## src/logic/rb_pkg.sv

```systemverilog
////////////////////////////////////////
// shared geometry, colour and beam types for the
// raster bar subsystem; referenced by package::name
////////////////////////////////////////

package rb_pkg;

	localparam int coord_w = 10;  // screen coordinate bits
	localparam int cnt_w   = 4;   // step and line counter bits

	// active area of the 480x272 panel
	localparam int h_res = 480;
	localparam int v_res = 272;

	// horizontal blanking
	localparam int h_fp   = 2;   // front porch
	localparam int h_sync = 41;  // sync pulse
	localparam int h_bp   = 2;   // back porch

	// vertical blanking
	localparam int v_fp   = 2;
	localparam int v_sync = 10;
	localparam int v_bp   = 2;

	// full line and frame, blanking included (525 x 286)
	localparam int h_total = h_res + h_fp + h_sync + h_bp;
	localparam int v_total = v_res + v_fp + v_sync + v_bp;

	// sync pulse windows, end is first position after the pulse
	localparam int h_sync_sta = h_res + h_fp;
	localparam int h_sync_end = h_sync_sta + h_sync;
	localparam int v_sync_sta = v_res + v_fp;
	localparam int v_sync_end = v_sync_sta + v_sync;

	localparam logic sync_on = 1'b0;  // both syncs active low

	// +1 in every channel, applied to the whole word
	localparam logic [15:0] colr_step = {5'd1, 6'd1, 5'd1};

	typedef struct packed {
		logic [4:0] r;  // red
		logic [5:0] g;  // green, one bit wider
		logic [4:0] b;  // blue
	} rgb565_t;

	// beam position and panel control, one per pixel clock
	typedef struct packed {
		logic [coord_w-1:0] sx;  // column
		logic [coord_w-1:0] sy;  // line
		logic               hsync;  // active low
		logic               vsync;  // active low
		logic               de;     // active area
	} beam_t;

	// bar settings, taken once per frame
	typedef struct packed {
		rgb565_t          start_colr;  // colour of line 0
		logic [cnt_w-1:0] colr_num;    // steps per bar, 1..15
		logic [cnt_w-1:0] line_num;    // lines per colour, 1..15
	} bar_cfg_t;

endpackage

```

## src/logic/bar_colour_gen.sv

```systemverilog
////////////////////////////////////////
// raster bar colour, stepped once per line;
// settings latched at the frame wrap
////////////////////////////////////////

module bar_colour_gen (
	input  wire logic         clk_pix,  // pixel clock
	input  wire logic         arst_n,   // async reset, active low
	input  rb_pkg::beam_t     beam,     // from display timing
	input  rb_pkg::bar_cfg_t  bar_cfg,  // level input, sampled at frame wrap
	output rb_pkg::rgb565_t   bar_colr  // colour of the current line
);

	rb_pkg::bar_cfg_t         cfg_q;     // settings for this frame
	rb_pkg::rgb565_t          colr_q;    // line colour register
	rb_pkg::rgb565_t          colr_nxt;  // colour one step on
	logic [rb_pkg::cnt_w-1:0] cnt_line;  // lines shown in this colour
	logic [rb_pkg::cnt_w-1:0] cnt_colr;  // advances in this run
	logic                     bar_inc;   // 1 brighter, 0 darker
	logic                     line_stb;  // start of horizontal blanking
	logic                     frame_stb; // same, on the last frame line
	logic                     colr_done; // group of lines complete
	logic                     run_done;  // last advance of the run

	always_comb begin
		line_stb  = (beam.sx == rb_pkg::coord_w'(rb_pkg::h_res));
		frame_stb = line_stb && (beam.sy == rb_pkg::coord_w'(rb_pkg::v_total - 1));
		colr_done = (cnt_line == cfg_q.line_num - rb_pkg::cnt_w'(1));
		run_done  = (cnt_colr == cfg_q.colr_num - rb_pkg::cnt_w'(1));
	end

	// whole word wraps, channels carry into each other
	always_comb begin
		if (bar_inc) begin
			colr_nxt = rb_pkg::rgb565_t'(colr_q + rb_pkg::colr_step);
		end else begin
			colr_nxt = rb_pkg::rgb565_t'(colr_q - rb_pkg::colr_step);
		end
	end

	always_ff @(posedge clk_pix or negedge arst_n) begin
		if (!arst_n) begin
			cfg_q    <= '0;  // zero settings until first wrap
			colr_q   <= '0;
			cnt_line <= '0;
			cnt_colr <= '0;
			bar_inc  <= 1'b1;
		end else if (frame_stb) begin
			cfg_q    <= bar_cfg;             // new frame settings
			colr_q   <= bar_cfg.start_colr;  // shown on line 0
			cnt_line <= '0;
			cnt_colr <= '0;
			bar_inc  <= 1'b1;                // rise first
		end else if (line_stb) begin
			if (colr_done) begin
				cnt_line <= '0;
				if (run_done) begin
					cnt_colr <= '0;
					bar_inc  <= ~bar_inc;  // turn, colour holds
				end else begin
					cnt_colr <= cnt_colr + 1'b1;
					colr_q   <= colr_nxt;
				end
			end else begin
				cnt_line <= cnt_line + 1'b1;
			end
		end
	end

	assign bar_colr = colr_q;

endmodule

```

## src/logic/display_timing.sv

```systemverilog
////////////////////////////////////////
// beam generator for the 480x272 panel; counts
// pixels and lines and registers position and syncs
////////////////////////////////////////

module display_timing (
	input  wire logic    clk_pix,  // pixel clock
	input  wire logic    arst_n,   // async reset, active low
	output rb_pkg::beam_t beam     // position, syncs and de, registered
);

	logic [rb_pkg::coord_w-1:0] x_cnt;  // free running column
	logic [rb_pkg::coord_w-1:0] y_cnt;  // free running line
	logic                       line_end;   // last column of line
	logic                       frame_end;  // last line of frame
	logic                       hsync_nxt;
	logic                       vsync_nxt;
	logic                       de_nxt;

	// decode the counters before they go into the beam register
	always_comb begin
		line_end  = (x_cnt == rb_pkg::coord_w'(rb_pkg::h_total - 1));
		frame_end = (y_cnt == rb_pkg::coord_w'(rb_pkg::v_total - 1));
		hsync_nxt = (x_cnt >= rb_pkg::coord_w'(rb_pkg::h_sync_sta) &&
		             x_cnt <  rb_pkg::coord_w'(rb_pkg::h_sync_end))
		            ? rb_pkg::sync_on : ~rb_pkg::sync_on;
		vsync_nxt = (y_cnt >= rb_pkg::coord_w'(rb_pkg::v_sync_sta) &&
		             y_cnt <  rb_pkg::coord_w'(rb_pkg::v_sync_end))
		            ? rb_pkg::sync_on : ~rb_pkg::sync_on;
		de_nxt    = (x_cnt < rb_pkg::coord_w'(rb_pkg::h_res)) &&
		            (y_cnt < rb_pkg::coord_w'(rb_pkg::v_res));
	end

	// column and line counters
	always_ff @(posedge clk_pix or negedge arst_n) begin
		if (!arst_n) begin
			x_cnt <= '0;
			y_cnt <= '0;
		end else if (line_end) begin
			x_cnt <= '0;  // wrap to column 0
			if (frame_end) begin
				y_cnt <= '0;  // new frame
			end else begin
				y_cnt <= y_cnt + 1'b1;
			end
		end else begin
			x_cnt <= x_cnt + 1'b1;
		end
	end

	// one register stage so coordinates and syncs stay aligned
	always_ff @(posedge clk_pix or negedge arst_n) begin
		if (!arst_n) begin
			beam <= '{
				sx:    '0,
				sy:    '0,
				hsync: ~rb_pkg::sync_on,  // idle high
				vsync: ~rb_pkg::sync_on,
				de:    1'b0
			};
		end else begin
			beam.sx    <= x_cnt;
			beam.sy    <= y_cnt;
			beam.hsync <= hsync_nxt;
			beam.vsync <= vsync_nxt;
			beam.de    <= de_nxt;
		end
	end

endmodule

```

## src/logic/pixel_output.sv

```systemverilog
////////////////////////////////////////
// panel output register; black in blanking
////////////////////////////////////////

module pixel_output (
	input  wire logic       clk_pix,    // pixel clock
	input  wire logic       arst_n,     // async reset, active low
	input  rb_pkg::beam_t   beam,       // position and syncs
	input  rb_pkg::rgb565_t bar_colr,   // colour of current line
	output logic            lcd_hsync,  // active low
	output logic            lcd_vsync,  // active low
	output logic            lcd_de,     // data enable
	output rb_pkg::rgb565_t lcd_colr    // 16-bit panel data
);

	rb_pkg::rgb565_t colr_nxt;  // colour gated by de

	// panel must see black outside the active area
	always_comb begin
		if (beam.de) begin
			colr_nxt = bar_colr;
		end else begin
			colr_nxt = '0;
		end
	end

	always_ff @(posedge clk_pix or negedge arst_n) begin
		if (!arst_n) begin
			lcd_hsync <= ~rb_pkg::sync_on;  // syncs idle
			lcd_vsync <= ~rb_pkg::sync_on;
			lcd_de    <= 1'b0;
			lcd_colr  <= '0;
		end else begin
			lcd_hsync <= beam.hsync;  // one cycle behind beam
			lcd_vsync <= beam.vsync;
			lcd_de    <= beam.de;
			lcd_colr  <= colr_nxt;
		end
	end

endmodule

```

## src/logic/rasterbars_top.sv

```systemverilog
////////////////////////////////////////
// raster bars on a 480x272 RGB565 panel;
// clock and reset come from the board level
////////////////////////////////////////

module rasterbars_top (
	input  wire logic        clk_pix,    // pixel clock
	input  wire logic        arst_n,     // async reset, active low
	input  rb_pkg::bar_cfg_t bar_cfg,    // bar settings, taken per frame
	output logic             lcd_hsync,  // panel hsync, active low
	output logic             lcd_vsync,  // panel vsync, active low
	output logic             lcd_de,     // panel data enable
	output rb_pkg::rgb565_t  lcd_colr    // panel colour
);

	rb_pkg::beam_t   beam;      // timing to bar and output stages
	rb_pkg::rgb565_t bar_colr;  // line colour

	// beam position and syncs
	display_timing i_display_timing (
		.clk_pix (clk_pix),
		.arst_n  (arst_n),
		.beam    (beam)
	);

	// colour rule per line
	bar_colour_gen i_bar_colour_gen (
		.clk_pix  (clk_pix),
		.arst_n   (arst_n),
		.beam     (beam),
		.bar_cfg  (bar_cfg),
		.bar_colr (bar_colr)
	);

	// registered panel pins
	pixel_output i_pixel_output (
		.clk_pix   (clk_pix),
		.arst_n    (arst_n),
		.beam      (beam),
		.bar_colr  (bar_colr),
		.lcd_hsync (lcd_hsync),
		.lcd_vsync (lcd_vsync),
		.lcd_de    (lcd_de),
		.lcd_colr  (lcd_colr)
	);

endmodule

```

## config.mk

```make
export PLATFORM = sky130hd
export DESIGN_NAME = rasterbars_top
export DESIGN_NICKNAME = d
export VERILOG_FILES = /design/src/logic/rb_pkg.sv /design/src/logic/bar_colour_gen.sv /design/src/logic/display_timing.sv /design/src/logic/pixel_output.sv /design/src/logic/rasterbars_top.sv
export SDC_FILE = /design/constraint.sdc
export NUM_CORES = 1
export LEC_CHECK = 0
export BUFFER_PORTS_ARGS = -buffer_cell sky130_fd_sc_hd__buf_2
export CAP_MARGIN = 15
export CORE_UTILIZATION = 40
export DETAILED_ROUTE_END_ITERATION = 6
export PLACE_DENSITY = 0.65
export SETUP_SLACK_MARGIN = 0.3
export SYNTH_ARGS = -nofsm -noshare
export SYNTH_HDL_FRONTEND = slang
export SYNTH_SLANG_ARGS = --single-unit
```

## constraint.sdc

```tcl
create_clock -name clk_pix -period 2.6 [get_ports clk_pix]
set_input_delay 0.26 -clock clk_pix [delete_from_list [all_inputs] [get_ports clk_pix]]
set_output_delay 0.26 -clock clk_pix [all_outputs]
set_load 0.01 [all_outputs]
```

== Word level (Yosys, flattened, before mapping) ==
Index checks and enable logic that the tools add are counted.
Storage, ports and cells
  flip-flop bits (word level): 95
  input port bits: 26
  output and inout port bits: 19
  word-level logic and storage cells: 74
Operators by class
  add/sub/neg operators: 8
  magnitude comparators: 6
  equality and inequality tests: 7
  muxes and demuxes: 21
  bitwise gates (word level): 1
  reduce and logical (&&, ||, !) cells: 10
Operator list (count)
  $mux 16: 6
  $eq 10x9->1 const B: 3
  $lt 10x9->1 const B: 3
  $mux 4: 7
  $add 10x1->10 const B: 2
  $ge 10x9->1 const B: 2
  $mux 10: 2
  $add 16x12->16 const B: 1
  $sub 16x12->16 const B: 1
  $eq 10x10->1 const B: 1
  $lt 10x10->1 const B: 1
  $add 4x1->4 const B: 2
  $eq 4x4->1: 2
  $sub 4x1->4 const B: 2
  $mux 1: 6
  $reduce_and 3->1: 2
  $reduce_bool 2->1: 3
  $logic_and 1x1->1: 4
  $ne 2x1->1 const B: 1
  $reduce_and 2->1: 1
  $not 1->1: 1

== Longest topological paths before layout ==
Gate-level depths: netlist (run 1).
  depth in word-level cells: 6
  gate-level depth with buffers: 10
  depth with buffers taken out: 9

== By module ==
Synthesis (run 1) repeated with hierarchy kept, for this count alone.
Second synthesis, totals
  cell total of the unflattened synthesis: 477
  area total of the unflattened synthesis: 4958.5 um^2
Modules (own cells, without submodules)
  bar_colour_gen: instances 1, cells each 309, area each 2655.0 um^2
  display_timing: instances 1, cells each 132, area each 1699.1 um^2
  pixel_output: instances 1, cells each 36, area each 604.3 um^2

== Least setup slack after synthesis (run 1) ==
Ideal clock, no wire load.
  path kind: reg2reg
  start: register i_bar_colour_gen.bar_inc
  end: register i_bar_colour_gen.colr_q (netlist bit i_bar_colour_gen.bar_colr[15])
  arrival: 2.250 ns
  required time: 2.474 ns
  slack: 0.224 ns
  stages on the path, launching flop included: 10
  path buffers: 0
  cell sequence: dfstp_2 > inv_1 > ha_1 > a211oi_1 > o211ai_1 > a21oi_1 > o21ai_0 > xnor2_1 > mux2i_1 > a221o_1
Between the ends
  word-level cells in the longest chain between the ends: 5
RTL lines
  start: declaration: RTL line bar_colour_gen.sv:19  | logic bar_inc;
  start signal: assignment: RTL line bar_colour_gen.sv:59  | bar_inc <= ~bar_inc;
  $mux 16: RTL line bar_colour_gen.sv:34  | if (bar_inc) begin
  $mux 16: RTL line bar_colour_gen.sv:57  | if (run_done) begin
  $mux 16: RTL line bar_colour_gen.sv:55  | if (colr_done) begin
  $mux 16: RTL line bar_colour_gen.sv:54  | end else if (line_stb) begin
  $mux 16: RTL line bar_colour_gen.sv:48  | end else if (frame_stb) begin
  end signal: assignment: RTL line bar_colour_gen.sv:50  | colr_q <= bar_cfg.start_colr;
  end signal: assignment: RTL line bar_colour_gen.sv:62  | colr_q <= colr_nxt;
  end: declaration: RTL line bar_colour_gen.sv:15  | rb_pkg::rgb565_t colr_q;
No other way between the ends. The select of a mux whose other input is x is not followed.
A chain may end at the register's enable or synchronous reset.

== Final worst setup path (run 1) ==
  start: register i_bar_colour_gen.bar_inc
  end: register i_bar_colour_gen.colr_q (netlist bit i_bar_colour_gen.bar_colr[14])
Same word-level chain as after synthesis.

==> insert_results.sql, run 1 <==
INSERT INTO impl_metrics (metric_group, metric, value, unit) VALUES
('cells_and_area', 'synthToLayoutAreaGrowth', '26.1', '%'),
('clock_tree', 'clk_pin_slew', '70', 'ps'),
('setup_path', 'critPathLaunchType', 'flip-flop', ''),
('placed_design', 'place.gp.congestion', '0.926', ''),
('power', 'combPwrFrac', '2.3', '%'),
('synth', 'asyncSetResetFlopFracSynth', '100', '%'),
('setup_path', 'r2r_end', 'i_bar_colour_gen.bar_colr[14]', ''),
('power', 'totalPowerFinal', '2790', 'uW'),
('clock_tree', 'clk_path_buf_depth', '2', ''),
('timing', 'setup-violations-final', '0', ''),
('floorplanning', 'core', '11000', 'um2'),
('routing', 'ant_nets', '0', ''),
('power', 'netSwitchingFraction', '22.4', '%'),
('synth', 'synth_cells', '430', ''),
('cells_and_area', 'multi_input_area', '2390', 'um2'),
('routing', 'wire_per_inst', '15.8', 'um'),
('timing', 'final-max-slew-violation-count', '0', ''),
('routing', 'remaining_drc_errors', '0', ''),
('synth', 'ys_warn_count', '0', ''),
('setup_path', 'critical_path.slowest_cell', 'sky130_fd_sc_hd__dfstp_2', ''),
('power', 'cellPowerDensity', '482', 'nW/um2'),
('setup_path', 'crit_path_max_incr_delay', '590', 'ps'),
('setup_path', 'reg2reg_from', 'i_bar_colour_gen.bar_inc', ''),
('power', 'leakage', '0.00257', 'uW'),
('floorplanning', 'die_width', '109', 'um'),
('setup_path', 'crit_arrival', '2690', 'ps'),
('synth', 'synth_enable_flop_cells', '0', ''),
('routing', 'drt_initial_violations', '93', ''),
('clock_tree', 'insertion_delay', '350', 'ps'),
('grt', 'global_route.peak_usage_layer', 'met2', ''),
('setup_path', 'timing.critical_path.buf_inv', '2', ''),
('grt', 'grt_start_max_net_pins', '64', ''),
('min_path', 'hold_path_class', 'input pin to flip-flop', ''),
('setup_path', 'setup.reg_to_reg.worst_slack', '140', 'ps'),
('synth', 'synth.top_cells.by_area', 'sky130_fd_sc_hd__dfrtp_1 (49%), sky130_fd_sc_hd__ha_1 (6.0%), sky130_fd_sc_hd__xor2_1 (4.4%)', ''),
('cells_and_area', 'final_cell_area', '5790', 'um2'),
('synth', 'synth_top_cell_area_share', '49.1', '%'),
('power', 'peakVddDrop', '0.337', 'mV'),
('grt', 'grt_pass1_vias', '3456', ''),
('cells_and_area', 'drive_gt1_share', '29.2', '%'),
('grt', 'grt_usage', '18.4', '%'),
('power', 'pwr-share-seq', '53.1', '%'),
('synth', 'syn_area_per_cell', '10.7', 'um2'),
('min_path', 'hold_end', 'i_bar_colour_gen.cfg_q[0]', ''),
('synth', 'syn_area', '4590', 'um2'),
('timing', 'finalClockSkew', '10.6', 'ps'),
('clock_tree', 'htree_num_levels', '3', ''),
('floorplanning', 'floorplan.die.height', '109', 'um'),
('timing', 'worstMarginPinSlew', '476', 'ps'),
('clock_tree', 'root_buffer', 'sky130_fd_sc_hd__clkbuf_16', ''),
('timing', 'post_route_fraction_of_the_period_consumed_by_the_critical_path', '94.4', '%'),
('timing', 'finalWorstPathRequiredPeriod', '2460', 'ps'),
('power', 'share_clk_of_total_power', '44.6', '%'),
('routing', 'routed_wirelength', '10300', 'um'),
('clock_tree', 'number_of_clock_buffers_inserted_by_tritoncts', '9', ''),
('synth', 'synth.cells.most_frequent', 'sky130_fd_sc_hd__dfrtp_1 (90), sky130_fd_sc_hd__nand2_1 (44), sky130_fd_sc_hd__o21ai_0 (36), sky130_fd_sc_hd__a21oi_1 (32)', ''),
('min_path', 'timing.hold.worst_path_depth', '3', ''),
('cells_and_area', 'insertedDiodeCount', '0', ''),
('grt', 'gr-usage-met1', '23.3', '%'),
('cells_and_area', 'layout.filler_cells', '953', ''),
('floorplanning', 'num_io_pins', '45', ''),
('power', 'cellInternalPower', '2160', 'uW'),
('cells_and_area', 'seqCellArea', '2380', 'um2'),
('routing', 'via_per_inst', '5.31', ''),
('power', 'total_switching_power', '624', 'uW'),
('timing', 'achievable-frequency', '407', 'MHz'),
('cells_and_area', 'layout.nets', '555', ''),
('grt', 'antenna_found_initial', '0', ''),
('placed_design', 'place.port_buffers', '44', ''),
('floorplanning', 'placementRows', '38', ''),
('status', 'run_status', 'complete, no violations', '');
## kinds of logic (layout without fill, tap and decap cells)
family	Yosys count	after routing	share of synthesized area (%)
flip-flops	95	95	51.9
adder cells (fa/ha/maj)	23	23	6.44
AO/OA/AOI/OAI	93	93	11.8
AND/OR/NAND/NOR	148	148	17.8
multiplexers	10	10	2.29
XOR/XNOR	37	37	7.39
buffers and inverters	24	105	2.40
## power by group through the flow
stage / Clock [uW] / Combinational (uW) / Sequential (uW)
4_1_cts: 1270 / 63.8 / 1480
3_3_place_gp: 0 / 61.0 / 1510
6_report: 1240 / 63.6 / 1480
2_1_floorplan: 0 / 5.70 / 1510
5_1_grt: 1340 / 72.6 / 1480
3_5_place_dp: 0 / 61.7 / 1510
## area by class of cell
type                       instances  share of cell area [%]
multi-input combinational        311                    41.2
sequential                        95                    41.2
timing repair buffer              73                    8.59
clock buffer                      11                    4.02
tap                              140                    3.03
inverter                          15                    1.04
clock inverter                     5                   0.735
timing repair inverter             1                   0.130
## cells in the final DEF (no fill, tap or decap), drive strengths merged, types with 3 or more instances in the layout
master | netlist | final
dfstp | 5 | 5
a21o | 4 | 4
xnor2 | 13 | 13
or3 | 7 | 7
inv | 15 | 16
nand3 | 11 | 11
nor3 | 10 | 10
nand2 | 45 | 45
o211ai | 3 | 3
ha | 22 | 22
and3 | 5 | 5
xor2 | 23 | 23
buf | 3 | 72
clkinvlp | 0 | 3
nand2b | 3 | 3
dfrtp | 90 | 90
a211oi | 4 | 4
clkbuf | 6 | 11
nor4 | 5 | 5
and2 | 19 | 19
nor2 | 23 | 23
o21ai | 37 | 37
a21oi | 33 | 33
mux2i | 6 | 6
nand4 | 8 | 8
mux2 | 4 | 4
## how the worst max path moves through the flow
stage | start | cells past startpoint | end
global route | i_bar_colour_gen.bar_inc | 10 | i_bar_colour_gen.bar_colr[14]
global placement | i_bar_colour_gen.bar_inc | 9 | i_bar_colour_gen.bar_colr[15]
finish | i_bar_colour_gen.bar_inc | 10 | i_bar_colour_gen.bar_colr[14]
CTS | i_bar_colour_gen.bar_inc | 10 | i_bar_colour_gen.bar_colr[15]
floorplan | i_bar_colour_gen.bar_inc | 9 | i_bar_colour_gen.bar_colr[15]
detailed placement | i_bar_colour_gen.bar_inc | 9 | i_bar_colour_gen.bar_colr[13]
## timing repair
item | 4_1_cts | 5_1_grt
pin swaps | 3 | 25
hold endpoints to repair | 32 | 0
hold buffers | 1 | 0
buffers inserted | 8 | 9
setup endpoints to repair | 10 | 21
resized for setup | 26 | 34
cloned | 1 | 0
## flip-flops by register name (all words and copies together) (netlist names), 4 cells and up
name,count
i_bar_colour_gen.bar_colr,16
i_bar_colour_gen.cfg_q,8
i_bar_colour_gen.cnt_colr,4
i_bar_colour_gen.cnt_line,4
i_display_timing.beam,23
i_display_timing.x_cnt,10
i_display_timing.y_cnt,10
i_pixel_output.lcd_colr,16
## stage by stage
| stage | hold slack (ps) | setup WS, ps | std cells |
|---|---|---|---|
| detailed placement | 245 | 29.2 | 616 |
| CTS | 114 | 199 | 642 |
| global placement | 238 | 104 | 616 |
| floorplan | -35.6 | 224 | 430 |
| global route | 116 | 27.4 | 651 |
| finish | 116 | 144 | 651 |
## worst reg2reg max path: stages, from the launching register on
cell,delay [ps]
sky130_fd_sc_hd__dfstp_2,590
sky130_fd_sc_hd__buf_12,120
sky130_fd_sc_hd__clkinvlp_4,200
sky130_fd_sc_hd__ha_4,330
sky130_fd_sc_hd__a21oi_2,240
sky130_fd_sc_hd__nand2_1,80
sky130_fd_sc_hd__o21ai_1,160
sky130_fd_sc_hd__nand2_2,130
sky130_fd_sc_hd__nor4_2,280
sky130_fd_sc_hd__nor4_2,80
sky130_fd_sc_hd__a21o_1,150
## per-layer routing
layer / up-vias / share of wire (%) / routed length [um]
li1: 1667 / - / -
met1: 1675 / 44 / 4510
met2: 89 / 48 / 4950
met3: 25 / 4.5 / 463
met4: 0 / 3.3 / 336
met5: - / 0 / 0
Power figures use the tool's default switching activity.
==> run 2: changes to the inputs <==
- ABC_AREA: not set -> 1
- PLACE_DENSITY: 0.65 -> 0.64
==> insert_results.sql, run 2 <==
INSERT INTO impl_metrics (metric_group, metric, value, unit) VALUES
('status', 'run_status', 'complete, no violations', ''),
('cells_and_area', 'largest_reg_flops', '23', ''),
('cells_and_area', 'drive_gt1_share', '14.8', '%'),
('cells_and_area', 'layout.filler_cells', '1276', ''),
('synth', 'synth.cells.most_frequent', 'sky130_fd_sc_hd__nand2_1 (220), sky130_fd_sc_hd__inv_1 (109), sky130_fd_sc_hd__dfrtp_1 (90), sky130_fd_sc_hd__nor2_1 (60), sky130_fd_sc_hd__nand3_1 (55)', ''),
('synth', 'synth_top_cell_area_share', '42.7', '%'),
('setup_path', 'r2r_end', 'i_bar_colour_gen.bar_colr[6]', ''),
('routing', 'wire_per_inst', '12.3', 'um'),
('cells_and_area', 'finalCoreUtilization', '48.2', '%'),
('synth', 'ys_warn_count', '0', ''),
('job', 'max_cap_viol_count', '0', ''),
('routing', 'ant_nets', '0', ''),
('clock_tree', 'tritoncts', 'done', ''),
('timing', 'grt_setup_unrepaired', 'true', ''),
('min_path', 'hold_path_class', 'input pin to flip-flop', ''),
('setup_path', 'endpoint_type_of_the_worst_setup_path', 'flip-flop', ''),
('synth', 'syn_area_per_cell', '7.52', 'um2'),
('setup_path', 'highest_net_fanout_along_the_worst_path', '5', ''),
('placed_design', 'place.gp.congestion', '0.946', ''),
('setup_path', 'critPathLaunchType', 'flip-flop', ''),
('synth', 'synth.top_cells.by_area', 'sky130_fd_sc_hd__dfrtp_1 (43%), sky130_fd_sc_hd__nand2_1 (16%), sky130_fd_sc_hd__inv_1 (7.8%)', ''),
('placed_design', 'placed_wire_length_estimate', '8540', 'um'),
('setup_path', 'required', '2850', 'ps'),
('floorplanning', 'num_io_pins', '45', ''),
('synth', 'synth_sequential_area_ratio', '45.2', '%'),
('timing', 'setup-tns-final', '0', 'ps'),
('grt', 'grt_pass1_vias', '4252', ''),
('setup_path', 'crit_arrival', '2410', 'ps'),
('floorplanning', 'die_width', '117', 'um'),
('cells_and_area', 'register_with_the_most_flip_flops', 'i_display_timing.beam', ''),
('power', 'leakage', '0.00301', 'uW'),
('setup_path', 'worst_setup_path_startpoint', 'i_bar_colour_gen.bar_inc', ''),
('placed_design', 'dpl_cell_area', '5700', 'um2'),
('synth', 'synth_top_cell_by_area', 'sky130_fd_sc_hd__dfrtp_1', ''),
('grt', 'grt_start_max_net_pins', '63', ''),
('floorplanning', 'placementRows', '41', ''),
('grt', 'antenna_found_initial', '0', ''),
('synth', 'synthDistinctLibCells', '35', ''),
('clock_tree', 'sink_count', '95', ''),
('synth', 'synth_enable_flop_cells', '0', ''),
('setup_path', 'setup.reg_to_reg.worst_slack', '430', 'ps'),
('timing', 'setup-violations-final', '0', ''),
('setup_path', 'reg2reg_from', 'i_bar_colour_gen.bar_inc', ''),
('synth', 'asyncSetResetFlopFracSynth', '100', '%'),
('floorplanning', 'starting_density', '41.5', '%'),
('grt', 'grt.overflow.total', '0', ''),
('grt', 'grt_usage', '18.2', '%'),
('routing', 'drt_initial_violations', '224', ''),
('placed_design', 'place.port_buffers', '44', ''),
('cells_and_area', 'layout.nets', '805', ''),
('floorplanning', 'floorplan.die.height', '117', 'um'),
('timing', 'achievable-frequency', '462', 'MHz'),
('setup_path', 'worst_r2r_path_depth', '12', ''),
('routing', 'via_count', '4456', ''),
('power', 'cellPowerDensity', '491', 'nW/um2'),
('setup_path', 'timing.critical_path.to', 'i_bar_colour_gen.bar_colr[6]', ''),
('routing', 'drt-pass1-iter-count', '5', ''),
('synth', 'synth_cells', '702', ''),
('timing', 'timing.max_slew.rel_slack', '53.4', '%'),
('synth', 'synth_fp_nets', '751', ''),
('grt', 'grt_pass1_wl', '19200', 'um'),
('timing', 'worstMarginPinSlew', '698', 'ps'),
('clock_tree', 'clk_pin_slew', '70', 'ps'),
('synth', 'yosys.cell_count.top_type', 'sky130_fd_sc_hd__nand2_1', ''),
('timing', 'final-max-slew-violation-count', '0', ''),
('timing', 'timing_hold_violations_final', '0', ''),
('timing', 'finalWorstPathRequiredPeriod', '2170', 'ps'),
('timing', 'post_route_fraction_of_the_period_consumed_by_the_critical_path', '83.3', '%'),
('routing', 'routed_wirelength', '11500', 'um'),
('clock_tree', 'number_of_clock_buffers_inserted_by_tritoncts', '9', ''),
('clock_tree', 'htree_num_levels', '3', ''),
('floorplanning', 'fp.dieArea', '13700', 'um2'),
('cells_and_area', 'final_cell_area', '6140', 'um2'),
('clock_tree', 'root_buffer', 'sky130_fd_sc_hd__clkbuf_16', ''),
('synth', 'dominantRegCellSynth', 'sky130_fd_sc_hd__dfrtp_1', ''),
('routing', 'via_per_inst', '4.78', ''),
('timing', 'finalClockSkew', '7.05', 'ps'),
('cells_and_area', 'synthToLayoutAreaGrowth', '16.2', '%'),
('synth', 'synth_register_bits', '95', ''),
('synth', 'syn_area', '5280', 'um2'),
('power', 'peakVddDrop', '0.341', 'mV'),
('clock_tree', 'insertion_delay', '350', 'ps'),
('setup_path', 'timing.setup.critical_path_class', 'flip-flop to flip-flop', ''),
('clock_tree', 'clk_path_buf_depth', '2', ''),
('routing', 'remaining_drc_errors', '0', ''),
('cells_and_area', 'mostFrequentLayoutCell', 'sky130_fd_sc_hd__nand2_1', ''),
('cells_and_area', 'mostFrequentLayoutCells', 'sky130_fd_sc_hd__nand2_1 (218), sky130_fd_sc_hd__inv_1 (108), sky130_fd_sc_hd__dfrtp_1 (90)', ''),
('cells_and_area', 'insertedDiodeCount', '0', ''),
('floorplanning', 'core', '12700', 'um2');
[run 2: changes by cell type in the layout (fill, tap and decap cells not counted), sizes merged, moves of 16 or more]
cell | before | now
a21oi | 33 | 11
and2 | 19 | 3
buf | 72 | 48
inv | 16 | 122
nand2 | 45 | 223
nand3 | 11 | 59
nor2 | 23 | 65
[run 2: kinds of logic (layout without fill, tap and decap cells)]
kind of cell             Yosys count  count (layout)  synth area share, %
AND/OR/NAND/NOR                  392             392                 32.5
buffers and inverters            127             186                 9.29
flip-flops                        95              95                 45.2
AO/OA/AOI/OAI                     48              48                 4.60
adder cells (fa/ha/maj)           23              23                 5.59
XOR/XNOR                          17              17                 2.82
[run 2: worst min-delay path by stage]
| stage | startpoint | endpoint | slack (ps) | depth (start not counted) |
|---|---|---|---|---|
| after floorplan | arst_n | i_bar_colour_gen.bar_colr[0] | -40 | 0 |
| after global placement | arst_n | i_bar_colour_gen.cfg_q[6] | 250 | 1 |
| after detailed placement | arst_n | i_bar_colour_gen.cfg_q[6] | 250 | 1 |
| after CTS | bar_cfg[1] | i_bar_colour_gen.cfg_q[1] | 110 | 3 |
| after global routing | bar_cfg[1] | i_bar_colour_gen.cfg_q[1] | 120 | 3 |
| final | bar_cfg[1] | i_bar_colour_gen.cfg_q[1] | 120 | 3 |
[run 2: repair_timing]
| item | 4_1_cts | 5_1_grt |
|---|---|---|
| setup buffers | 3 | 0 |
| endpoints found under the hold margin | 32 | 0 |
| gates cloned | 0 | 0 |
| endpoints found under the setup margin | 6 | 8 |
| resized for setup | 1 | 15 |
| hold buffers | 1 | 0 |
| pin swaps | 0 | 1 |
[run 2: stage by stage]
step	setup WS [ps]	hold slack [ps]	power, uW	std cells
floorplan	535	-35.6	1510	702
global placement	319	250	1560	913
detailed placement	215	247	1560	913
CTS	373	111	3050	933
global route	280	123	3100	933
finish	433	118	3010	933
[run 2: layout make-up]
| class | instances | area [um2] | area share, % |
|---|---|---|---|
| Timing Repair Buffer | 49 | 275 | 4.49 |
| Tap cell | 172 | 215 | 3.51 |
| Inverter | 121 | 458 | 7.46 |
| Clock buffer | 10 | 239 | 3.89 |
| Multi-Input combinational cell | 480 | 2470 | 40.2 |
| Sequential cell | 95 | 2380 | 38.8 |
| Clock inverter | 6 | 98.8 | 1.61 |
[run 2: worst max-delay path: stages, from the launching register on]
cell and delay [ps]:
sky130_fd_sc_hd__dfstp_2 560, sky130_fd_sc_hd__clkinvlp_4 100, sky130_fd_sc_hd__buf_4 180, sky130_fd_sc_hd__ha_2 310, sky130_fd_sc_hd__nand2_1 120, sky130_fd_sc_hd__nand3_2 120, sky130_fd_sc_hd__nand2_1 80, sky130_fd_sc_hd__nand2_1 100
sky130_fd_sc_hd__or2_2 290, sky130_fd_sc_hd__nand3_1 70, sky130_fd_sc_hd__nand2_1 50, sky130_fd_sc_hd__nand2_1 50, sky130_fd_sc_hd__nand2_1 40
[run 2: metal layers]
metal | vias up | GRT usage [%] | share of wire [%]
met5 | - | 0 | 0
met4 | 0 | 5.65 | 1.3
met3 | 14 | 3.60 | 3.9
met2 | 74 | 32.0 | 50
met1 | 2059 | 22.5 | 44
li1 | 2309 | - | -
[run 2: power breakdown]
| group | switching (uW) | total (uW) | internal, uW |
|---|---|---|---|
| clock network | 596 | 1480 | 886 |
| registers | 0 | 1480 | 1480 |
| logic | 33.7 | 51.2 | 17.5 |
==> run 3: changes to the inputs <==
- clock period: 2.6 -> 2.2 ns (I/O delays scaled with it)
==> insert_results.sql, run 3 (synthesis gave the netlist of run 2 again) <==
INSERT INTO impl_metrics (metric_group, metric, value, unit) VALUES
('status', 'run_status', 'complete, no violations', ''),
('floorplanning', 'placementRows', '41', ''),
('timing', 'fin_hold_ws', '80.5', 'ps'),
('setup_path', 'crit_arrival', '2350', 'ps'),
('placed_design', 'place.gp.congestion', '0.917', ''),
('placed_design', 'preCtsSetupSlack', '-15.4', 'ps'),
('cells_and_area', 'drive_gt1_share', '21.9', '%'),
('clock_tree', 'htree_num_levels', '3', ''),
('grt', 'grt_pass1_wl', '20300', 'um'),
('clock_tree', 'insertion_delay', '350', 'ps'),
('routing', 'drt_initial_violations', '145', ''),
('cells_and_area', 'final_cell_count_no_fill', '949', ''),
('timing', 'finalWorstPathRequiredPeriod', '2110', 'ps'),
('routing', 'routed_wirelength', '11900', 'um'),
('cells_and_area', 'layout.nets', '821', ''),
('power', 'peakVddDrop', '0.453', 'mV'),
('timing', 'timing_hold_violations_final', '0', ''),
('floorplanning', 'starting_density', '41.5', '%'),
('cells_and_area', 'insertedDiodeCount', '0', ''),
('cells_and_area', 'synthToLayoutAreaGrowth', '22.0', '%'),
('timing', 'final-max-slew-violation-count', '0', ''),
('grt', 'antenna_found_initial', '0', ''),
('routing', 'drt-pass1-iter-count', '4', ''),
('setup_path', 'required', '2430', 'ps'),
('clock_tree', 'clk_path_buf_depth', '2', ''),
('timing', 'finalClockSkew', '9.32', 'ps'),
('cells_and_area', 'largest_reg_flops', '23', ''),
('placed_design', 'place.port_buffers', '44', ''),
('grt', 'grt_usage', '19.4', '%'),
('clock_tree', 'sink_count', '95', ''),
('placed_design', 'post-place-cells', '920', ''),
('floorplanning', 'fp.dieArea', '13700', 'um2'),
('setup_path', 'endpoint_type_of_the_worst_setup_path', 'flip-flop', ''),
('power', 'cellPowerDensity', '509', 'nW/um2'),
('placed_design', 'placed_wire_length_estimate', '8640', 'um'),
('min_path', 'hold_path_class', 'input pin to flip-flop', ''),
('routing', 'via_per_inst', '4.77', ''),
('cells_and_area', 'layout.filler_cells', '1269', ''),
('floorplanning', 'num_io_pins', '45', ''),
('clock_tree', 'clk_pin_slew', '70', 'ps'),
('timing', 'grt_setup_unrepaired', 'true', ''),
('cells_and_area', 'register_with_the_most_flip_flops', 'i_display_timing.beam', ''),
('timing', 'finalWorstSetupSlack', '86.0', 'ps'),
('floorplanning', 'floorplan.die.height', '117', 'um'),
('routing', 'wire_per_inst', '12.6', 'um'),
('grt', 'grt.overflow.total', '0', ''),
('timing', 'post_route_fraction_of_the_period_consumed_by_the_critical_path', '96.1', '%'),
('cells_and_area', 'mostFrequentLayoutCell', 'sky130_fd_sc_hd__nand2_1', ''),
('routing', 'remaining_drc_errors', '0', ''),
('clock_tree', 'root_buffer', 'sky130_fd_sc_hd__clkbuf_16', ''),
('timing', 'worstMarginPinSlew', '729', 'ps'),
('setup_path', 'critPathLaunchType', 'flip-flop', ''),
('setup_path', 'highest_net_fanout_along_the_worst_path', '5', ''),
('setup_path', 'timing.setup.critical_path_class', 'flip-flop to flip-flop', ''),
('grt', 'grt_pass1_vias', '4388', ''),
('clock_tree', 'tritoncts', 'done', ''),
('cells_and_area', 'finalCoreUtilization', '50.6', '%'),
('floorplanning', 'die_width', '117', 'um'),
('timing', 'achievable-frequency', '473', 'MHz'),
('cells_and_area', 'mostFrequentLayoutCells', 'sky130_fd_sc_hd__nand2_1 (200), sky130_fd_sc_hd__inv_1 (104), sky130_fd_sc_hd__dfrtp_1 (90)', ''),
('timing', 'timing.max_slew.rel_slack', '51.4', '%'),
('timing', 'setup-violations-final', '0', ''),
('floorplanning', 'core', '12700', 'um2'),
('power', 'leakage', '0.00311', 'uW'),
('clock_tree', 'number_of_clock_buffers_inserted_by_tritoncts', '9', ''),
('routing', 'via_count', '4530', ''),
('routing', 'ant_nets', '0', ''),
('grt', 'grt_start_max_net_pins', '96', ''),
('job', 'max_cap_viol_count', '0', '');
-- run 3: cell count changes in the layout (fill, tap and decap cells not counted), sizes merged --
cell    previous run  this run
clkinv             1         4
bufinv             2         0
inv              122       121
buf               48        64
-- run 3: per-stage QoR --
stage | instance area, um2 | setup TNS (ps) | total power, uW
5_1_grt | 6440 | -256 | 3420
3_5_place_dp | 5750 | -19.4 | 1840
6_report | 6440 | 0 | 3280
3_3_place_gp | 5750 | -9.44 | 1840
4_1_cts | 6310 | 0 | 3340
2_1_floorplan | 5280 | 0 | 1780
-- run 3: power by group --
| part | switching (uW) | internal, uW | leakage (uW) |
|---|---|---|---|
| combinational | 39.7 | 20.7 | 0.00191 |
| clock | 667 | 802 | 0.000141 |
| sequential | 0 | 1750 | 0.00107 |
| total | 707 | 2570 | 0.00311 |
-- run 3: path summary, 6_finish.rpt --
| path | from | to | slack [ps] | cells past startpoint |
|---|---|---|---|---|
| max in group asynchronous | arst_n | i_pixel_output.lcd_vsync | 1330 | 3 |
| min | bar_cfg[7] | i_bar_colour_gen.cfg_q[7] | 80 | 3 |
| min reg2reg | i_display_timing.beam[2] | i_pixel_output.lcd_hsync | 360 | 0 |
| max reg2reg | i_bar_colour_gen.bar_inc | i_bar_colour_gen.bar_colr[14] | 90 | 13 |
| max | i_bar_colour_gen.bar_inc | i_bar_colour_gen.bar_colr[14] | 90 | 13 |
| min in group asynchronous | arst_n | i_bar_colour_gen.cnt_colr[1] | 440 | 3 |
-- run 3: repair_timing --
action / in CTS / in global routing
pin swaps: 8 / 10
hold buffers: 1 / 0
endpoints found under the setup margin: 12 / 19
endpoints found under the hold margin: 90 / 0
gates resized for setup: 50 / 25
setup buffers: 5 / 7
-- run 3: final cells by class --
type	count	area [um2]	area share [%]
multi-input cells	480	2680	41.6
flip-flops and latches	95	2380	37.0
inverters	121	463	7.19
repair buffers	65	414	6.43
clock buffers	10	239	3.71
well taps	172	215	3.34
clock inverters	6	42.5	0.661
-- run 3: layer usage --
layer / track usage (%) / routed length (um)
met5: 0 / 0
met4: 7.76 / 201
met3: 4.07 / 384
met2: 33.5 / 5840
met1: 23.7 / 5490
-- run 3: critical path, cell delays in order (launching register included) --
cell	delay, ps
sky130_fd_sc_hd__dfstp_2	550
sky130_fd_sc_hd__clkinvlp_4	170
sky130_fd_sc_hd__buf_6	190
sky130_fd_sc_hd__ha_4	250
sky130_fd_sc_hd__nand2_2	80
sky130_fd_sc_hd__nand2_2	60
sky130_fd_sc_hd__a21oi_2	180
sky130_fd_sc_hd__nor2_1	60
sky130_fd_sc_hd__nor2_1	140
sky130_fd_sc_hd__nand2_1	70
sky130_fd_sc_hd__nand2_1	50
sky130_fd_sc_hd__nand3_1	60
sky130_fd_sc_hd__nand2_1	70
sky130_fd_sc_hd__nand2_1	50
